--- config.mk ---
export PLATFORM = sky130hd
export DESIGN_NAME = rv32i_int_core
export DESIGN_NICKNAME = d
export VERILOG_FILES = /design/src/hw/rv_isa_pkg.sv /design/src/hw/core_ctrl_pkg.sv /design/src/hw/register_file.sv /design/src/hw/decode_stage.sv /design/src/hw/execute_stage.sv /design/src/hw/result_stage.sv /design/src/hw/rv32i_int_core.sv
export SDC_FILE = /design/constraint.sdc
export NUM_CORES = 2
export LEC_CHECK = 0
export ABC_CLOCK_PERIOD_IN_PS = 6590
export BUFFER_PORTS_ARGS = -buffer_cell sky130_fd_sc_hd__buf_2
export CAP_MARGIN = 5
export CORE_ASPECT_RATIO = 2
export CORE_MARGIN = 2
export CORE_UTILIZATION = 59
export CTS_CLUSTER_SIZE = 25
export DETAILED_ROUTE_END_ITERATION = 8
export HOLD_SLACK_MARGIN = 0.03
export PLACE_DENSITY_LB_ADDON = 0.25
export SKIP_LAST_GASP = 1
export SLEW_MARGIN = 5
export SYNTH_ARGS = -nofsm -noshare
export SYNTH_HDL_FRONTEND = slang
export SYNTH_SLANG_ARGS = --single-unit
--- constraint.sdc ---
create_clock -name clk -period 6.59 [get_ports clk]
set_input_delay 1.318 -clock clk [delete_from_list [all_inputs] [get_ports clk]]
set_output_delay 1.318 -clock clk [all_outputs]
set_load 0.02 [all_outputs]
--- src/hw/rv_isa_pkg.sv ---
package rv_isa_pkg;

    // =========================================================================
    // Widths fixed by RV32I
    // =========================================================================
    localparam int XLEN       = 32;
    localparam int INSTR_W    = 32;
    localparam int REG_ADDR_W = 5;
    localparam int NUM_REGS   = 32;

    // Field widths
    localparam int OPCODE_W = 7;
    localparam int FUNCT3_W = 3;
    localparam int FUNCT7_W = 7;

    // Field positions, LSB of each field
    localparam int RD_LSB     = 7;
    localparam int FUNCT3_LSB = 12;
    localparam int RS1_LSB    = 15;
    localparam int RS2_LSB    = 20;
    localparam int FUNCT7_LSB = 25;

    // =========================================================================
    // Opcodes of the supported instruction classes
    // =========================================================================
    localparam logic [OPCODE_W-1:0] OP_LUI = 7'b0110111;
    localparam logic [OPCODE_W-1:0] OP_IMM = 7'b0010011;
    localparam logic [OPCODE_W-1:0] OP_REG = 7'b0110011;

    // funct3 codes, shared by OP_IMM and OP_REG
    localparam logic [FUNCT3_W-1:0] F3_ADD_SUB = 3'b000;
    localparam logic [FUNCT3_W-1:0] F3_SLL     = 3'b001;
    localparam logic [FUNCT3_W-1:0] F3_SLT     = 3'b010;
    localparam logic [FUNCT3_W-1:0] F3_SLTU    = 3'b011;
    localparam logic [FUNCT3_W-1:0] F3_XOR     = 3'b100;
    localparam logic [FUNCT3_W-1:0] F3_SRL_SRA = 3'b101;
    localparam logic [FUNCT3_W-1:0] F3_OR      = 3'b110;
    localparam logic [FUNCT3_W-1:0] F3_AND     = 3'b111;

    // funct7 codes, ALT picks SUB and SRA
    localparam logic [FUNCT7_W-1:0] F7_BASE = 7'b0000000;
    localparam logic [FUNCT7_W-1:0] F7_ALT  = 7'b0100000;

endpackage

--- src/hw/core_ctrl_pkg.sv ---
package core_ctrl_pkg;

    // =========================================================================
    // ALU operation codes
    // =========================================================================
    // Encoded 0 to 9
    // Codes 10 to 15 stay unused in this datapath
    typedef enum logic [3:0] {
        ALU_ADD  = 4'd0,
        ALU_SUB  = 4'd1,
        ALU_OR   = 4'd2,
        ALU_AND  = 4'd3,
        ALU_XOR  = 4'd4,
        ALU_SLL  = 4'd5,
        ALU_SRL  = 4'd6,
        ALU_SRA  = 4'd7,
        ALU_SLT  = 4'd8,
        ALU_SLTU = 4'd9
    } alu_op_e;

    // Shift amount width taken from the low bits of operand B
    localparam int SHAMT_W = 5;

endpackage

--- src/hw/register_file.sv ---
`timescale 1ns/10ps

module register_file (
    input  logic                                clk,
    input  logic                                rst_n_i,
    input  logic [rv_isa_pkg::REG_ADDR_W-1:0]   rs1_addr_i,
    input  logic [rv_isa_pkg::REG_ADDR_W-1:0]   rs2_addr_i,
    input  logic                                wr_en_i,
    input  logic [rv_isa_pkg::REG_ADDR_W-1:0]   wr_addr_i,
    input  logic [rv_isa_pkg::XLEN-1:0]         wr_data_i,
    output logic [rv_isa_pkg::XLEN-1:0]         rs1_data_o,
    output logic [rv_isa_pkg::XLEN-1:0]         rs2_data_o
);
    import rv_isa_pkg::*;

    logic [XLEN-1:0] regs [NUM_REGS];

    // x0 reads zero and a same-cycle write is passed straight through
    function automatic logic [XLEN-1:0] read_port(input logic [REG_ADDR_W-1:0] addr);
        if (addr == '0) begin
            return '0;
        end else if (wr_en_i && (wr_addr_i == addr)) begin
            return wr_data_i;
        end
        return regs[addr];
    endfunction

    // All registers clear on reset and x0 is never written
    always_ff @(posedge clk or negedge rst_n_i) begin
        if (!rst_n_i) begin
            for (int i = 0; i < NUM_REGS; i++) begin
                regs[i] <= '0;
            end
        end else if (wr_en_i && (wr_addr_i != '0)) begin
            regs[wr_addr_i] <= wr_data_i;
        end
    end

    // Both read ports are combinational
    always_comb begin
        rs1_data_o = read_port(rs1_addr_i);
        rs2_data_o = read_port(rs2_addr_i);
    end

endmodule

--- src/hw/decode_stage.sv ---
`timescale 1ns/10ps

module decode_stage (
    input  logic                                clk,
    input  logic                                rst_n_i,
    input  logic                                instr_valid_i,
    input  logic [rv_isa_pkg::INSTR_W-1:0]      instr_i,
    input  logic [rv_isa_pkg::XLEN-1:0]         rf_rs1_data_i,
    input  logic [rv_isa_pkg::XLEN-1:0]         rf_rs2_data_i,
    output logic [rv_isa_pkg::REG_ADDR_W-1:0]   rf_rs1_addr_o,
    output logic [rv_isa_pkg::REG_ADDR_W-1:0]   rf_rs2_addr_o,
    output logic                                ex_valid_o,
    output core_ctrl_pkg::alu_op_e              ex_alu_op_o,
    output logic                                ex_use_imm_o,
    output logic [rv_isa_pkg::XLEN-1:0]         ex_imm_o,
    output logic [rv_isa_pkg::XLEN-1:0]         ex_rs1_data_o,
    output logic [rv_isa_pkg::XLEN-1:0]         ex_rs2_data_o,
    output logic [rv_isa_pkg::REG_ADDR_W-1:0]   ex_rs1_addr_o,
    output logic [rv_isa_pkg::REG_ADDR_W-1:0]   ex_rs2_addr_o,
    output logic [rv_isa_pkg::REG_ADDR_W-1:0]   ex_rd_addr_o
);
    import rv_isa_pkg::*;
    import core_ctrl_pkg::*;

    logic [OPCODE_W-1:0]   opcode;
    logic [FUNCT3_W-1:0]   funct3;
    logic [FUNCT7_W-1:0]   funct7;
    logic [REG_ADDR_W-1:0] rd_addr;
    logic [REG_ADDR_W-1:0] rs1_addr;
    logic [REG_ADDR_W-1:0] rs2_addr;
    logic [XLEN-1:0]       imm_i;
    logic [XLEN-1:0]       imm_sh;
    logic [XLEN-1:0]       imm_u;
    logic                  is_shift;
    logic                  dec_valid;
    alu_op_e               dec_alu_op;
    logic                  dec_use_imm;
    logic [XLEN-1:0]       dec_imm;

    // Operation implied by funct3 alone, funct7 ALT handled by the caller
    function automatic alu_op_e base_op(input logic [FUNCT3_W-1:0] f3);
        case (f3)
            F3_ADD_SUB: return ALU_ADD;
            F3_SLL:     return ALU_SLL;
            F3_SLT:     return ALU_SLT;
            F3_SLTU:    return ALU_SLTU;
            F3_XOR:     return ALU_XOR;
            F3_SRL_SRA: return ALU_SRL;
            F3_OR:      return ALU_OR;
            F3_AND:     return ALU_AND;
            default:    return ALU_ADD;
        endcase
    endfunction

    // =========================================================================
    // Field extraction and immediates
    // =========================================================================
    assign opcode  = instr_i[OPCODE_W-1:0];
    assign funct3  = instr_i[FUNCT3_LSB +: FUNCT3_W];
    assign funct7  = instr_i[FUNCT7_LSB +: FUNCT7_W];
    assign rd_addr = instr_i[RD_LSB +: REG_ADDR_W];
    assign rs2_addr = instr_i[RS2_LSB +: REG_ADDR_W];

    // LUI reads x0 so the ALU computes 0 + imm_u
    assign rs1_addr = (opcode == OP_LUI) ? '0 : instr_i[RS1_LSB +: REG_ADDR_W];

    // I-type, sign-extended
    assign imm_i  = {{(XLEN-12){instr_i[INSTR_W-1]}}, instr_i[INSTR_W-1:RS2_LSB]};
    // Shamt, zero-extended
    assign imm_sh = {{(XLEN-SHAMT_W){1'b0}}, instr_i[RS2_LSB +: SHAMT_W]};
    // U-type, low 12 bits zero
    assign imm_u  = {instr_i[INSTR_W-1:FUNCT3_LSB], 12'b0};

    assign is_shift = (funct3 == F3_SLL) || (funct3 == F3_SRL_SRA);

    // Register file read ports
    assign rf_rs1_addr_o = rs1_addr;
    assign rf_rs2_addr_o = rs2_addr;

    // =========================================================================
    // Control decode
    // =========================================================================
    always_comb begin
        // Anything not matched below stays a NOP
        dec_valid   = 1'b0;
        dec_alu_op  = base_op(funct3);
        dec_use_imm = 1'b0;
        dec_imm     = imm_i;
        case (opcode)
            OP_LUI: begin
                dec_valid   = 1'b1;
                dec_alu_op  = ALU_ADD;
                dec_use_imm = 1'b1;
                dec_imm     = imm_u;
            end
            OP_IMM: begin
                dec_use_imm = 1'b1;
                if (!is_shift) begin
                    dec_valid = 1'b1;
                end else begin
                    // Shifts carry funct7 in the upper immediate bits
                    dec_imm = imm_sh;
                    if (funct7 == F7_BASE) begin
                        dec_valid = 1'b1;
                    end else if (funct7 == F7_ALT && funct3 == F3_SRL_SRA) begin
                        dec_valid  = 1'b1;
                        dec_alu_op = ALU_SRA;
                    end
                end
            end
            OP_REG: begin
                if (funct7 == F7_BASE) begin
                    dec_valid = 1'b1;
                end else if (funct7 == F7_ALT) begin
                    // Only SUB and SRA exist in the ALT encoding
                    if (funct3 == F3_ADD_SUB) begin
                        dec_valid  = 1'b1;
                        dec_alu_op = ALU_SUB;
                    end else if (funct3 == F3_SRL_SRA) begin
                        dec_valid  = 1'b1;
                        dec_alu_op = ALU_SRA;
                    end
                end
            end
            default: begin
            end
        endcase
    end

    // =========================================================================
    // Decode to execute register
    // =========================================================================
    always_ff @(posedge clk or negedge rst_n_i) begin
        if (!rst_n_i) begin
            ex_valid_o <= 1'b0;
        end else begin
            ex_valid_o <= instr_valid_i && dec_valid;
        end
    end

    // Payload only follows a strobed instruction
    always_ff @(posedge clk) begin
        if (instr_valid_i) begin
            ex_alu_op_o   <= dec_alu_op;
            ex_use_imm_o  <= dec_use_imm;
            ex_imm_o      <= dec_imm;
            ex_rs1_data_o <= rf_rs1_data_i;
            ex_rs2_data_o <= rf_rs2_data_i;
            ex_rs1_addr_o <= rs1_addr;
            ex_rs2_addr_o <= rs2_addr;
            ex_rd_addr_o  <= rd_addr;
        end
    end

endmodule

--- src/hw/execute_stage.sv ---
`timescale 1ns/10ps

module execute_stage (
    input  logic                                ex_valid_i,
    input  core_ctrl_pkg::alu_op_e              ex_alu_op_i,
    input  logic                                ex_use_imm_i,
    input  logic [rv_isa_pkg::XLEN-1:0]         ex_imm_i,
    input  logic [rv_isa_pkg::XLEN-1:0]         ex_rs1_data_i,
    input  logic [rv_isa_pkg::XLEN-1:0]         ex_rs2_data_i,
    input  logic [rv_isa_pkg::REG_ADDR_W-1:0]   ex_rs1_addr_i,
    input  logic [rv_isa_pkg::REG_ADDR_W-1:0]   ex_rs2_addr_i,
    input  logic [rv_isa_pkg::REG_ADDR_W-1:0]   ex_rd_addr_i,
    input  logic                                wb_valid_i,
    input  logic [rv_isa_pkg::REG_ADDR_W-1:0]   wb_rd_addr_i,
    input  logic [rv_isa_pkg::XLEN-1:0]         wb_data_i,
    output logic                                res_valid_o,
    output logic [rv_isa_pkg::REG_ADDR_W-1:0]   res_rd_addr_o,
    output logic [rv_isa_pkg::XLEN-1:0]         res_data_o
);
    import rv_isa_pkg::*;
    import core_ctrl_pkg::*;

    logic [XLEN-1:0]    op_a;
    logic [XLEN-1:0]    rs2_fwd;
    logic [XLEN-1:0]    op_b;
    logic [SHAMT_W-1:0] shamt;
    logic [XLEN-1:0]    alu_result;

    // Result stage value wins over the stale decode-time read
    function automatic logic [XLEN-1:0] bypass(input logic [REG_ADDR_W-1:0] addr,
                                               input logic [XLEN-1:0]       data);
        if (wb_valid_i && (addr != '0) && (addr == wb_rd_addr_i)) begin
            return wb_data_i;
        end
        return data;
    endfunction

    // =========================================================================
    // Operand selection
    // =========================================================================
    always_comb begin
        op_a    = bypass(ex_rs1_addr_i, ex_rs1_data_i);
        rs2_fwd = bypass(ex_rs2_addr_i, ex_rs2_data_i);
    end

    assign op_b = ex_use_imm_i ? ex_imm_i : rs2_fwd;

    // Shifts only look at the low five bits
    assign shamt = op_b[SHAMT_W-1:0];

    // =========================================================================
    // ALU
    // =========================================================================
    always_comb begin
        case (ex_alu_op_i)
            ALU_ADD:  alu_result = op_a + op_b;
            ALU_SUB:  alu_result = op_a - op_b;
            ALU_OR:   alu_result = op_a | op_b;
            ALU_AND:  alu_result = op_a & op_b;
            ALU_XOR:  alu_result = op_a ^ op_b;
            ALU_SLL:  alu_result = op_a << shamt;
            ALU_SRL:  alu_result = op_a >> shamt;
            ALU_SRA:  alu_result = $signed(op_a) >>> shamt;
            // Compares give 0 or 1
            ALU_SLT:  alu_result = {{(XLEN-1){1'b0}}, $signed(op_a) < $signed(op_b)};
            ALU_SLTU: alu_result = {{(XLEN-1){1'b0}}, op_a < op_b};
            default:  alu_result = '0;
        endcase
    end

    // Passed straight to the result register in the same cycle
    assign res_valid_o   = ex_valid_i;
    assign res_rd_addr_o = ex_rd_addr_i;
    assign res_data_o    = alu_result;

endmodule

--- src/hw/result_stage.sv ---
`timescale 1ns/10ps

module result_stage (
    input  logic                                clk,
    input  logic                                rst_n_i,
    input  logic                                res_valid_i,
    input  logic [rv_isa_pkg::REG_ADDR_W-1:0]   res_rd_addr_i,
    input  logic [rv_isa_pkg::XLEN-1:0]         res_data_i,
    output logic                                result_valid_o,
    output logic [rv_isa_pkg::REG_ADDR_W-1:0]   result_rd_o,
    output logic [rv_isa_pkg::XLEN-1:0]         result_data_o,
    output logic                                rf_wr_en_o,
    output logic [rv_isa_pkg::XLEN-1:0]         instret_o
);
    import rv_isa_pkg::*;

    // Result strobe and retire counter
    always_ff @(posedge clk or negedge rst_n_i) begin
        if (!rst_n_i) begin
            result_valid_o <= 1'b0;
            instret_o      <= '0;
        end else begin
            result_valid_o <= res_valid_i;
            // Counts the strobe of the previous cycle and wraps at 2^XLEN
            if (result_valid_o) begin
                instret_o <= instret_o + 1'b1;
            end
        end
    end

    always_ff @(posedge clk) begin
        if (res_valid_i) begin
            result_rd_o   <= res_rd_addr_i;
            result_data_o <= res_data_i;
        end
    end

    // x0 still retires and strobes but is never written
    assign rf_wr_en_o = result_valid_o && (result_rd_o != '0);

endmodule

--- src/hw/rv32i_int_core.sv ---
`timescale 1ns/10ps

module rv32i_int_core (
    input  logic                                clk,
    input  logic                                rst_n_i,
    input  logic                                instr_valid_i,
    input  logic [rv_isa_pkg::INSTR_W-1:0]      instr_i,
    output logic                                result_valid_o,
    output logic [rv_isa_pkg::REG_ADDR_W-1:0]   result_rd_o,
    output logic [rv_isa_pkg::XLEN-1:0]         result_data_o,
    output logic [rv_isa_pkg::XLEN-1:0]         instret_o
);
    import rv_isa_pkg::*;
    import core_ctrl_pkg::*;

    // Register file read side
    logic [REG_ADDR_W-1:0] rf_rs1_addr;
    logic [REG_ADDR_W-1:0] rf_rs2_addr;
    logic [XLEN-1:0]       rf_rs1_data;
    logic [XLEN-1:0]       rf_rs2_data;
    logic                  rf_wr_en;

    // Decode to execute
    logic                  ex_valid;
    alu_op_e               ex_alu_op;
    logic                  ex_use_imm;
    logic [XLEN-1:0]       ex_imm;
    logic [XLEN-1:0]       ex_rs1_data;
    logic [XLEN-1:0]       ex_rs2_data;
    logic [REG_ADDR_W-1:0] ex_rs1_addr;
    logic [REG_ADDR_W-1:0] ex_rs2_addr;
    logic [REG_ADDR_W-1:0] ex_rd_addr;

    // Execute to result
    logic                  res_valid;
    logic [REG_ADDR_W-1:0] res_rd_addr;
    logic [XLEN-1:0]       res_data;

    // =========================================================================
    // Stage instances
    // =========================================================================
    decode_stage u_decode (
        .clk           (clk),
        .rst_n_i       (rst_n_i),
        .instr_valid_i (instr_valid_i),
        .instr_i       (instr_i),
        .rf_rs1_data_i (rf_rs1_data),
        .rf_rs2_data_i (rf_rs2_data),
        .rf_rs1_addr_o (rf_rs1_addr),
        .rf_rs2_addr_o (rf_rs2_addr),
        .ex_valid_o    (ex_valid),
        .ex_alu_op_o   (ex_alu_op),
        .ex_use_imm_o  (ex_use_imm),
        .ex_imm_o      (ex_imm),
        .ex_rs1_data_o (ex_rs1_data),
        .ex_rs2_data_o (ex_rs2_data),
        .ex_rs1_addr_o (ex_rs1_addr),
        .ex_rs2_addr_o (ex_rs2_addr),
        .ex_rd_addr_o  (ex_rd_addr)
    );

    // Written from the result stage, read by decode
    register_file u_regfile (
        .clk        (clk),
        .rst_n_i    (rst_n_i),
        .rs1_addr_i (rf_rs1_addr),
        .rs2_addr_i (rf_rs2_addr),
        .wr_en_i    (rf_wr_en),
        .wr_addr_i  (result_rd_o),
        .wr_data_i  (result_data_o),
        .rs1_data_o (rf_rs1_data),
        .rs2_data_o (rf_rs2_data)
    );

    // Bypass taps the registered result outputs
    execute_stage u_execute (
        .ex_valid_i    (ex_valid),
        .ex_alu_op_i   (ex_alu_op),
        .ex_use_imm_i  (ex_use_imm),
        .ex_imm_i      (ex_imm),
        .ex_rs1_data_i (ex_rs1_data),
        .ex_rs2_data_i (ex_rs2_data),
        .ex_rs1_addr_i (ex_rs1_addr),
        .ex_rs2_addr_i (ex_rs2_addr),
        .ex_rd_addr_i  (ex_rd_addr),
        .wb_valid_i    (result_valid_o),
        .wb_rd_addr_i  (result_rd_o),
        .wb_data_i     (result_data_o),
        .res_valid_o   (res_valid),
        .res_rd_addr_o (res_rd_addr),
        .res_data_o    (res_data)
    );

    result_stage u_result (
        .clk            (clk),
        .rst_n_i        (rst_n_i),
        .res_valid_i    (res_valid),
        .res_rd_addr_i  (res_rd_addr),
        .res_data_i     (res_data),
        .result_valid_o (result_valid_o),
        .result_rd_o    (result_rd_o),
        .result_data_o  (result_data_o),
        .rf_wr_en_o     (rf_wr_en),
        .instret_o      (instret_o)
    );

endmodule

# Word-level counts from Yosys, hierarchy flattened
# Memory sizes are Yosys's and may differ from the RTL's.
# Index checks and enable logic that the tools add are counted.
# classes
shift	3
n_eq_ne	19
bitwise	6
muxes	47
magnitude_cmp	6
add_sub_neg	3
reduce_logical	21
# op_table
cell	count
$bwmux 1024	1
$mux 32	17
$bmux 32 s5	2
$pmux 32 s10	1
$demux 32 s5	1
$lt 32x32->1	2
$pmux 32 s2	1
$add 32x1->32 const B	1
$add 32x32->32	1
$and 32x32->32	1
$or 32x32->32	1
$shl 32x5->32	1
$shr 32x5->32	1
$sshr 32x5->32	1
$sub 32x32->32	1
$xor 32x32->32	1
$mux 4	7
$eq 7x6->1 const B	3
$eq 5x5->1	4
$ge 6x6->1 const B	3
$not 5->6	3
$eq 4x3->1 const B	4
$reduce_bool 5->1	3
$mux 1	14
17 further kinds	30
# totals
memories	1
regBits	1211
elab_cells	151
mem_bits_ro	32
inputBits	35
# memory_table
memory	depth	word_bits	rd	rd_ports_with_merged_regs	wr	line_no	text
(name not given)	8	4	1	0	0	decode_stage.sv:42	case (f3)

# Longest topological paths before layout
# logic_depth
word_depth	8
ltp_mapped	22
depth_no_buf	19

# Modules after synthesis
# Synthesis repeated with hierarchy kept, for this count alone.
# unflattened
cells_unflattened	5775
area_unflattened_um2	72428.2
# by_module_without_submodules
mod	seq_area_each_um2	n_inst	cells_each	area_each_um2
register_file	25624.6	1	3789	55421.9
execute_stage	0.0	1	1629	10298.6
decode_stage	3508.4	1	199	4112.7
result_stage	1936.9	1	158	2595.0

# Least setup slack after synthesis
# Ideal clock, no wire load.
# synth_path
path_type	register -> register
startpoint	register u_result.result_rd_o[0] in the netlist's numbering
endpoint	register u_result.result_data_o[30] in the netlist's numbering (data pin)
n_path_buf	3
path_slack_ns	1.059
path_stages_with_launch	22
setup_ns	0.258
arrival_ns	5.273
path_cell_list	edfxtp_1 buf_2 xnor2_1 and3_1 nand2_1 nor2_1 clkbuf_1 mux2i_1 o21ai_0 ha_1 clkbuf_1 and3_1 nor2b_1 a2111oi_0 a21oi_1 a21oi_1 nor2_1 a311o_1 a211o_1 a21oi_1 o221a_2 o21ai_1
# synth_via
elab_chain_cells	7
# synth_lines
element	line_no	text
start: declaration	result_stage.sv:10	output logic [rv_isa_pkg::REG_ADDR_W-1:0] result_rd_o,
start signal: assignment	result_stage.sv:33	result_rd_o <= res_rd_addr_i;
$eq 5x5->1	execute_stage.sv:32	if (wb_valid_i && (addr != '0) && (addr == wb_rd_addr_i)) begin
$logic_and 1x1->1	execute_stage.sv:32	
$mux 1	execute_stage.sv:32	
$mux 32	execute_stage.sv:35	return data;
$mux 32	execute_stage.sv:46	assign op_b = ex_use_imm_i ? ex_imm_i : rs2_fwd;
$sub 32x32->32 (tied with other cells)	execute_stage.sv:57	ALU_SUB: alu_result = op_a - op_b;
$pmux 32 s10 (*)	execute_stage.sv:55	case (ex_alu_op_i)
end signal: assignment	result_stage.sv:34	result_data_o <= res_data_i;
end: declaration	result_stage.sv:11	output logic [rv_isa_pkg::XLEN-1:0] result_data_o,
# Mark *: on every way between the ends. The rest lies on a longest branch, timed or not.
# A chain may end at the register's enable or synchronous reset.

# Worst setup path in the final report
# layout_path
startpoint	register u_result.result_rd_o[1] in the netlist's numbering
endpoint	register u_result.result_data_o[0] in the netlist's numbering (data pin)
# layout_via
elab_chain_cells	7
# layout_lines
element	line_no
$eq 5x5->1	execute_stage.sv:32
$logic_and 1x1->1	execute_stage.sv:32
$mux 1	execute_stage.sv:32
$mux 32	execute_stage.sv:35
$mux 32	execute_stage.sv:46
$sub 32x32->32 (tied with other cells)	execute_stage.sv:57
$pmux 32 s10 (*)	execute_stage.sv:55
# Marked as above.

==> metrics.txt <==
H-tree levels 3; Setup crit start kind flop; CP peak stage delay 0.75 ns; clock share of power 38.8%; total of max-cap violations 1; vias in the first global route 60510; Synth Warn # 0; Crit path max-delay family simple AND/OR/NAND/NOR gates; initial DRC count 7432; register area share after synthesis 42.86%; Leak 0.03547 uW; crit-path max FO 22; Die Footprint 0.1259 sq mm; NetSw 5460 uW; Mapped Area 0.07249 sq mm; Detailed Route WL 286000 um; Die Height 499.7 um; first-pass GRT wire length 416600 um; CTS sink count 1211; RSZ-0062 raised after global routing false; fin crit share 96.57%; Clk pin slew, worst setup/hold paths 0.07 ns; critical path cell sequence xnor2_1 -> and3_1 -> nand2_1 -> nor2_4 -> buf_12 -> mux2i_1 -> o21ai_0 -> ha_1 -> inv_1 -> nand3_1 -> nor2_1 -> nand3_1 -> a211oi_1 -> buf_4 -> a211oi_1 -> buf_4 -> nand2b_1 -> o21ai_1 -> buf_4 -> o211ai_1; grt total ovfl 0; main flop type after synthesis dfrtp_1; Critical Path RT 7.06 ns; # port buffers 104; net count reported at finish 6469; post-DR wirelength/cell 35.75 um; Synth area leaders dfrtp_1, mux2_2, mux4_2, edfxtp_1, nand2_1; total CTS buffers 109; final setup violating endpoints 0; Period minus WS final 6.364 ns; Storage cell area 0.03107 sq mm; Seq pwr share 43.2%; global placer's final weighted congestion 1.123; WP data arrival 6.84 ns; num rows 181; commonest non-fill, non-tap cells in the layout mux2_2, dfrtp_1, nand2_1; Worst-Margin Slew 1.502 ns; post-route ant nets 0; critical path's slowest cell o21ai_0; vias 59590; largest net degree at the start of global routing 170; area occupied by multi-input gates 0.03872 sq mm; Post-Layout Cell Count 8002; leading cell type in the layout, fill and taps excluded mux2_2; max-slew violations 4; Fillers 9418; area share of the largest cell type after synthesis 36.52%; Final Hold Viols 0; Worst Path Buf+Inv 5; register bit total from synthesis 1211; hold crit path type flop to flop; Setup CP Type flop to flop; failing checks capacitance limit, slew limit; CTS Buffer Depth 3; ys async rst share 87.37%; crit end category flop; pwr/cell area 226.6 mW/mm^2; initial antenna violation count 23; residual DRC count 0; Logic pwr share 18.0%; Mapped Nets 6668; Die X 251.9 um; crit-path most repeated cell buf_4; switching part of the total power 30.49%; Pre-Repair DR Iteration Count 8; internal power 12450 uW; Max Clk Rate 0.1571 GHz; GRT Overall Usage 45.76%; skew final 0.04458 ns; mean post-synth cell area 11.09 sq um; post-DP HPWL 179300 um; I/O pins 105; clk_lat worst skew 0.78 ns; count of flip-flops with a built-in enable after synthesis 153; max_slew headroom -3.007%; placed cells 7777; clk root buf clkbuf_16; layout cells sized above 1 31.86%; final setup TNS 0 ns; via/cell ratio 7.447; Post-Synthesis Cells 6536; Initial Util 59.50%; hold_buf cts 0; VDD IR-drop max 0.2632 mV; cell accounting for the most synthesized area dfrtp_1; synth unique cells 101; total core area 0.1218 sq mm; outcome complete, but fails checks; CTS tree yes; area grow syn2layout 9.020%
flip-flops by register name (all words and copies together), names as in the netlist, 32 cells and up:
register / flops
u_result.result_data_o: 32
u_decode.ex_rs1_data_o: 32
u_decode.ex_imm_o: 32
u_regfile.regs: 1024
u_result.instret_o: 32
u_decode.ex_rs2_data_o: 32
worst paths after layout:
kind                                               from                        end  slack (ns)  cells after the start
min in group asynchronous                       rst_n_i        u_regfile.regs[420]        0.60                      1
worst max register to register  u_result.result_rd_o[1]  u_result.result_data_o[0]        0.23                     20
worst min-delay path               u_regfile.regs[1016]       u_regfile.regs[1016]        0.40                      0
worst max-delay path            u_result.result_rd_o[1]  u_result.result_data_o[0]        0.23                     20
max in group asynchronous                       rst_n_i        u_regfile.regs[828]        4.33                      2
worst min register to register     u_regfile.regs[1016]       u_regfile.regs[1016]        0.40                      0
power by group through the flow:
stage               logic [uW]  clock network (uW)  registers [uW]
floorplan                 1700                   0            7850
global placement          3010                   0            7880
detailed placement        3000                   0            7880
CTS                       3010                6970            7740
global route              3320                7250            7740
finish                    3220                6940            7740
logic make-up after synthesis:
logic type	count (synthesis)	synth area share [%]
buffers and inverters	778	4.134
AND/OR/NAND/NOR	1648	10.12
flip-flops	1211	42.86
multiplexers	1693	30.28
XOR/XNOR	65	0.7853
adder cells (fa/ha/maj)	97	1.685
AO/OA/AOI/OAI	1044	10.13
per-stage QoR:
step	total power, uW	util (%)	worst slack [ns]	cell area, sq um	hold slack (ns)
final	17910	64.86	0.2262	79030	0.4021
after global placement	10900	61.62	0.5854	75070	0.3807
after global routing	18320	64.84	0.1047	79000	0.4133
after CTS	17730	64.78	0.5391	78920	0.4027
after floorplan	9556	-	1.059	72490	0.4003
after detailed placement	10890	61.62	0.5528	75070	0.3870
cell type report:
class	instances	area share (%)
Tap cell	1555	2.462
Inverter	109	0.5414
Clock inverter	61	0.9198
Sequential cell	1211	39.32
Clock buffer	144	3.952
Timing Repair Buffer	359	3.765
Antenna cell	16	0.05066
Multi-Input combinational cell	4547	48.99
synth_stat cells (all sizes together), types with 24 or more instances:
cell    instances
clkbuf        516
and2           24
inv           105
nand3         407
o32ai          70
xnor2          51
and3           26
o21ai         151
a21oi         168
o211ai         95
a221oi         28
mux2         1119
nand2         796
a311oi        103
a21o           41
mux2i         286
mux4          288
o22ai          53
edfxtp        153
ha             96
nor3           87
buf           153
nor2          177
a211oi         99
nor2b          40
a31oi          79
dfrtp        1058
per-layer routing:
metal	wire length, um	track usage [%]	up-vias
met1	92460	50.14	30170
met5	115	0	-
li1	-	-	23880
met2	133700	71.48	4057
met4	31730	42.09	18
met3	27990	13.35	1470
repair_timing:
action,CTS,global route
resized for setup,0,1
endpoints found under the setup margin,0,2
setup buffers,0,0
worst reg2reg max path, cell delays in order (launching register included):
cell and delay (ns):
edfxtp_1 0.61, xnor2_1 0.28, and3_1 0.24, nand2_1 0.16
nor2_4 0.28, buf_12 0.26, mux2i_1 0.18, o21ai_0 0.75
ha_1 0.38, inv_1 0.14, nand3_1 0.21, nor2_1 0.51
nand3_1 0.28, a211oi_1 0.50, buf_4 0.24, a211oi_1 0.07
buf_4 0.20, nand2b_1 0.22, o21ai_1 0.20, buf_4 0.22
o211ai_1 0.13
Power figures use the tool's default switching activity.
